<file path="config.mk">
export PLATFORM = sky130hd
export DESIGN_NAME = chan_clear_ctrl
export DESIGN_NICKNAME = d
export VERILOG_FILES = /design/src/logic/frame_fifo_pkg.sv /design/src/logic/chan_clear_ctrl.sv
export SDC_FILE = /design/constraint.sdc
export NUM_CORES = 1
export LEC_CHECK = 0
export BUFFER_PORTS_ARGS = -buffer_cell sky130_fd_sc_hd__buf_2
export CAP_MARGIN = 20
export CORE_MARGIN = 4
export CORE_UTILIZATION = 40
export CTS_BUF_LIST = sky130_fd_sc_hd__clkbuf_4 sky130_fd_sc_hd__clkbuf_8
export DETAILED_ROUTE_END_ITERATION = 6
export PLACE_DENSITY = 0.54
export SLEW_MARGIN = 20
export SYNTH_ARGS = -nofsm -noshare
export SYNTH_HDL_FRONTEND = slang
export SYNTH_SLANG_ARGS = --single-unit
</file>
<file path="constraint.sdc">
create_clock -name ddrphy_clkin -period 2.3 [get_ports ddrphy_clkin]
set_input_delay 0.46 -clock ddrphy_clkin [delete_from_list [all_inputs] [get_ports ddrphy_clkin]]
set_output_delay 0.46 -clock ddrphy_clkin [all_outputs]
set_load 0.01 [all_outputs]
</file>
<file path="src/logic/frame_fifo_pkg.sv">
// frame buffer FIFO bridge definitions
// pixel and AXI beat types plus fixed sizes shared by the datapath
package frame_fifo_pkg;

    localparam int PIXEL_W = 32;                        // video source word
    localparam int BEAT_W  = 256;                       // DDR AXI data width

    typedef logic [PIXEL_W-1:0] pixel_t;                // one pixel word
    typedef logic [BEAT_W-1:0]  beat_t;                 // one AXI beat

    // slices per beat with pixel 0 in the low slice
    localparam int PIXELS_PER_BEAT = BEAT_W / PIXEL_W;

    localparam int CLEAR_HISTORY = 16;                  // clear sample depth

endpackage

</file>
<file path="src/logic/chan_clear_ctrl.sv">
// channel clear controller
// edge detects a clear level over a sample history, stretches and delays the pulse
module chan_clear_ctrl import frame_fifo_pkg::*; #(
    parameter int HOLDOFF_CYCLES = 100
) (
    input  logic ddrphy_clkin,
    input  logic rst_n,
    input  logic clear_req,                             // raw clear level
    output logic clear,                                 // delayed clear pulse to FIFO
    output logic holdoff_done                           // holdoff counter saturated
);

    localparam int CNT_W = $clog2(HOLDOFF_CYCLES + 1);

    logic [CLEAR_HISTORY-1:0] history;                  // bit 0 is newest
    logic                     clear_pulse;
    logic [CNT_W-1:0]         holdoff_cnt;

    always_ff @(posedge ddrphy_clkin or negedge rst_n)
    begin
        if (!rst_n)
        begin
            history <= '0;
        end
        else
        begin
            history <= {history[CLEAR_HISTORY-2:0], clear_req};
        end
    end

    // high until the level has aged through the whole history
    always_ff @(posedge ddrphy_clkin or negedge rst_n)
    begin
        if (!rst_n)
        begin
            clear_pulse <= 1'b0;
            clear       <= 1'b0;
        end
        else
        begin
            clear_pulse <= history[0] && !history[CLEAR_HISTORY-1];
            clear       <= clear_pulse;                 // one cycle later so counters settle
        end
    end

    always_ff @(posedge ddrphy_clkin or negedge rst_n)
    begin
        if (!rst_n)
        begin
            holdoff_cnt <= '0;
        end
        else if (clear_pulse)
        begin
            holdoff_cnt <= '0;                          // restart on every new clear
        end
        else if (holdoff_cnt != CNT_W'(HOLDOFF_CYCLES))
        begin
            holdoff_cnt <= holdoff_cnt + 1'b1;
        end
    end

    assign holdoff_done = (holdoff_cnt == CNT_W'(HOLDOFF_CYCLES));

endmodule

</file>
==> flow_metrics.tcl <==
set metrics [dict create \
    outcome "complete, no violations" \
    synth_most_common_cell "dfrtp_1" \
    coreArea_sq_mm 0.00198 \
    wl_per_cell_um 11.2 \
    cts_root_buf "clkbuf_4" \
    fin_skew_ps 7.23 \
    crit_fanout 5 \
    ys_ff_latch 25 \
    synth_top_area_cell "dfrtp_1" \
    num_vias 422 \
    syn-instance-count 59 \
    gp_congestion 0.823 \
    p_clk_share_pct 24.2 \
    ios 5 \
    tightestPinTransition_ps 516 \
    wl_um 1050 \
    crit_family "flip-flops" \
    post_cts_buffers 0 \
    cts_resized 0 \
    p_switching_uw 205 \
    power_leakage_nw 0.407 \
    layout.nets 72 \
    first_pass_iters 4 \
    ys_types 19 \
    timing.critical_path.cells "inv_1 > ha_1 > nand2_1 > nor4_4 > buf_2" \
    grt_util_all_layers_pct 10.2 \
    worstSetupEndpointType "output port" \
    clk_pin_slew_ps 130 \
    pre_cts_ws_ps 642 \
    irDropWorstVdd_uv 537 \
    hold_viol_final 0 \
    grt_pass1_wl_um 1960 \
    grt_max_degree 26 \
    start_kind "flop" \
    slew_violations 0 \
    r2r-end "holdoff_cnt[0]$_DFFE_PN0P_" \
    grt.overflow.total 0 \
    cap_violations 0 \
    multi_input_area_sq_um 209 \
    cts_sinks 25 \
    fin_setup_tns_ps 0 \
    antenna_cells 0 \
    holdBufCountCts 0 \
    drive_gt1_share_pct 16.7 \
    ff_latch_area_sq_um 626 \
    die-area_sq_mm 0.00291 \
    clock_path_buffers 2 \
    slew_headroom_pct 65.6 \
    worstSkewPairLatency_ps 310 \
    cp_slowest_cell "dfrtp_1" \
    fp.dieW_um 54.0 \
    max_freq_mhz 499 \
    fin_crit_ps 2000 \
    start_util_pct 42.7 \
    design_area_sq_um 926 \
    synth_ff_type "dfrtp_1" \
    power.internal_uw 580 \
    synth_top_cell_area_share_pct 74.0 \
    critPathKind "reg -> out" \
    io_buffers 4 \
    min_path_type "in -> async" \
    area_delta_synth_final_pct 9.47 \
    hpwl_um 684 \
    mappedNetlistNets 64 \
    grt_pass1_vias 426 \
    antenna_found_initial 0 \
    syn_area_per_cell_sq_um 14.3 \
    reg2reg_depth 5 \
    cp_data_required_time_ps 1840 \
    die_h_um 54.0 \
    cts_tree "yes" \
    r2r-start "holdoff_cnt[0]$_DFFE_PN0P_" \
    ys_seq_area_share_pct 74.0 \
    seqPwrFrac_pct 66.5 \
    detail-route-antenna-nets 0 \
    synthArstFlopShare_pct 100 \
    drc 0 \
    yosysWarnings 0 \
    comb_power_share_pct 9.3 \
    fin_ws_ps 296 \
    max_stage_delay_ps 430 \
    h-tree-depth 1 \
    synthTopCellsByCount "dfrtp_1, nor2_1" \
    placed_area_sq_um 896 \
    synth-edff-count 0 \
    grt_setup_unrepaired "false" \
    totalPowerFinal_uw 786 \
    fp-row-count 16 \
    setup_viol 0 \
    n_fill_cell 170 \
    cp.arrival_ps 1540 \
    finalCritPeriodShare_pct 87.1 \
    swShare_pct 26.1 \
    critPathBufInv 2 \
    whs_ps 99.4 \
    drt-initial-drc-count 5 \
    p_per_area_mw_per_mm2 848 \
    reg2reg_slack_ps 840 \
    cts_inserted_buffers 3 \
    yosys-top-cells-area "dfrtp_1, ha_1, nor4_4" \
    syn_area_sq_um 846 \
    via_per_inst 4.54 \
]
## worst max path at each step
stage,startpoint,endpoint,slack [ps],depth (start not counted)
2_1_floorplan,holdoff_cnt[0]$_DFFE_PN0P_,holdoff_done,870,4
3_3_place_gp,holdoff_cnt[0]$_DFFE_PN0P_,holdoff_done,690,5
3_5_place_dp,holdoff_cnt[0]$_DFFE_PN0P_,holdoff_done,640,5
4_1_cts,holdoff_cnt[0]$_DFFE_PN0P_,holdoff_done,260,5
5_1_grt,holdoff_cnt[0]$_DFFE_PN0P_,holdoff_done,160,5
6_report,holdoff_cnt[0]$_DFFE_PN0P_,holdoff_done,300,5
## power groups by stage
| stage | logic, mW | clock network, mW | registers, mW |
|---|---|---|---|
| 2_1_floorplan | 0.0552 | 0 | 0.520 |
| 3_3_place_gp | 0.0745 | 0 | 0.532 |
| 3_5_place_dp | 0.0752 | 0 | 0.531 |
| 4_1_cts | 0.0754 | 0.202 | 0.523 |
| 5_1_grt | 0.0888 | 0.225 | 0.530 |
| 6_report | 0.0727 | 0.190 | 0.523 |
## registers in the layout, summed over array words and instances, names as in the netlist
signal,cells
clear_pulse,1
clear,1
holdoff_cnt,7
history,16
## per-stage QoR
| step | cells | utilization (%) |
|---|---|---|
| 2_1_floorplan | 59 | - |
| 3_3_place_gp | 89 | 45.2 |
| 3_5_place_dp | 89 | 45.2 |
| 4_1_cts | 93 | 46.7 |
| 5_1_grt | 93 | 46.7 |
| 6_report | 93 | 46.7 |
## cells in the final DEF (no fill, tap or decap)
cell type	count
buf_2	4
ha_1	2
o21ai_0	3
nand3b_1	1
nand2b_1	2
nor2_1	5
dfrtp_1	25
nand3_1	3
inv_1	2
clkbuf_4	3
clkinvlp_4	1
o21a_1	1
xor2_1	1
mux2_4	1
nand2_2	1
or3_1	3
mux2i_1	1
a21oi_1	2
nor4_4	1
nand2_1	3
nor2b_1	1
## cell type report
cell class / instances / share of cell area (%)
Clock buffer: 3 / 2.43
Clock inverter: 1 / 0.811
Inverter: 2 / 0.811
Multi-Input combinational cell: 31 / 22.6
Sequential cell: 25 / 67.6
Tap cell: 27 / 3.65
Timing Repair Buffer: 4 / 2.16
## cell families after synthesis
logic type / after synthesis / synth area share (%)
simple gates: 20 / 13.9
mux: 2 / 2.96
fa+ha+maj: 2 / 2.96
buf+inv: 3 / 1.33
xor+xnor: 1 / 1.04
compound gates: 6 / 3.85
flops: 25 / 74.0
## layer usage
layer,vias up,part of all wire (%),track usage [%]
li1,210,-,-
met3,2,5.7,4.99
met2,6,39,13.1
met5,-,0,0
met4,0,0.96,4.98
met1,204,54,14.1
Note: power is estimated with default switching activity, not from simulation.
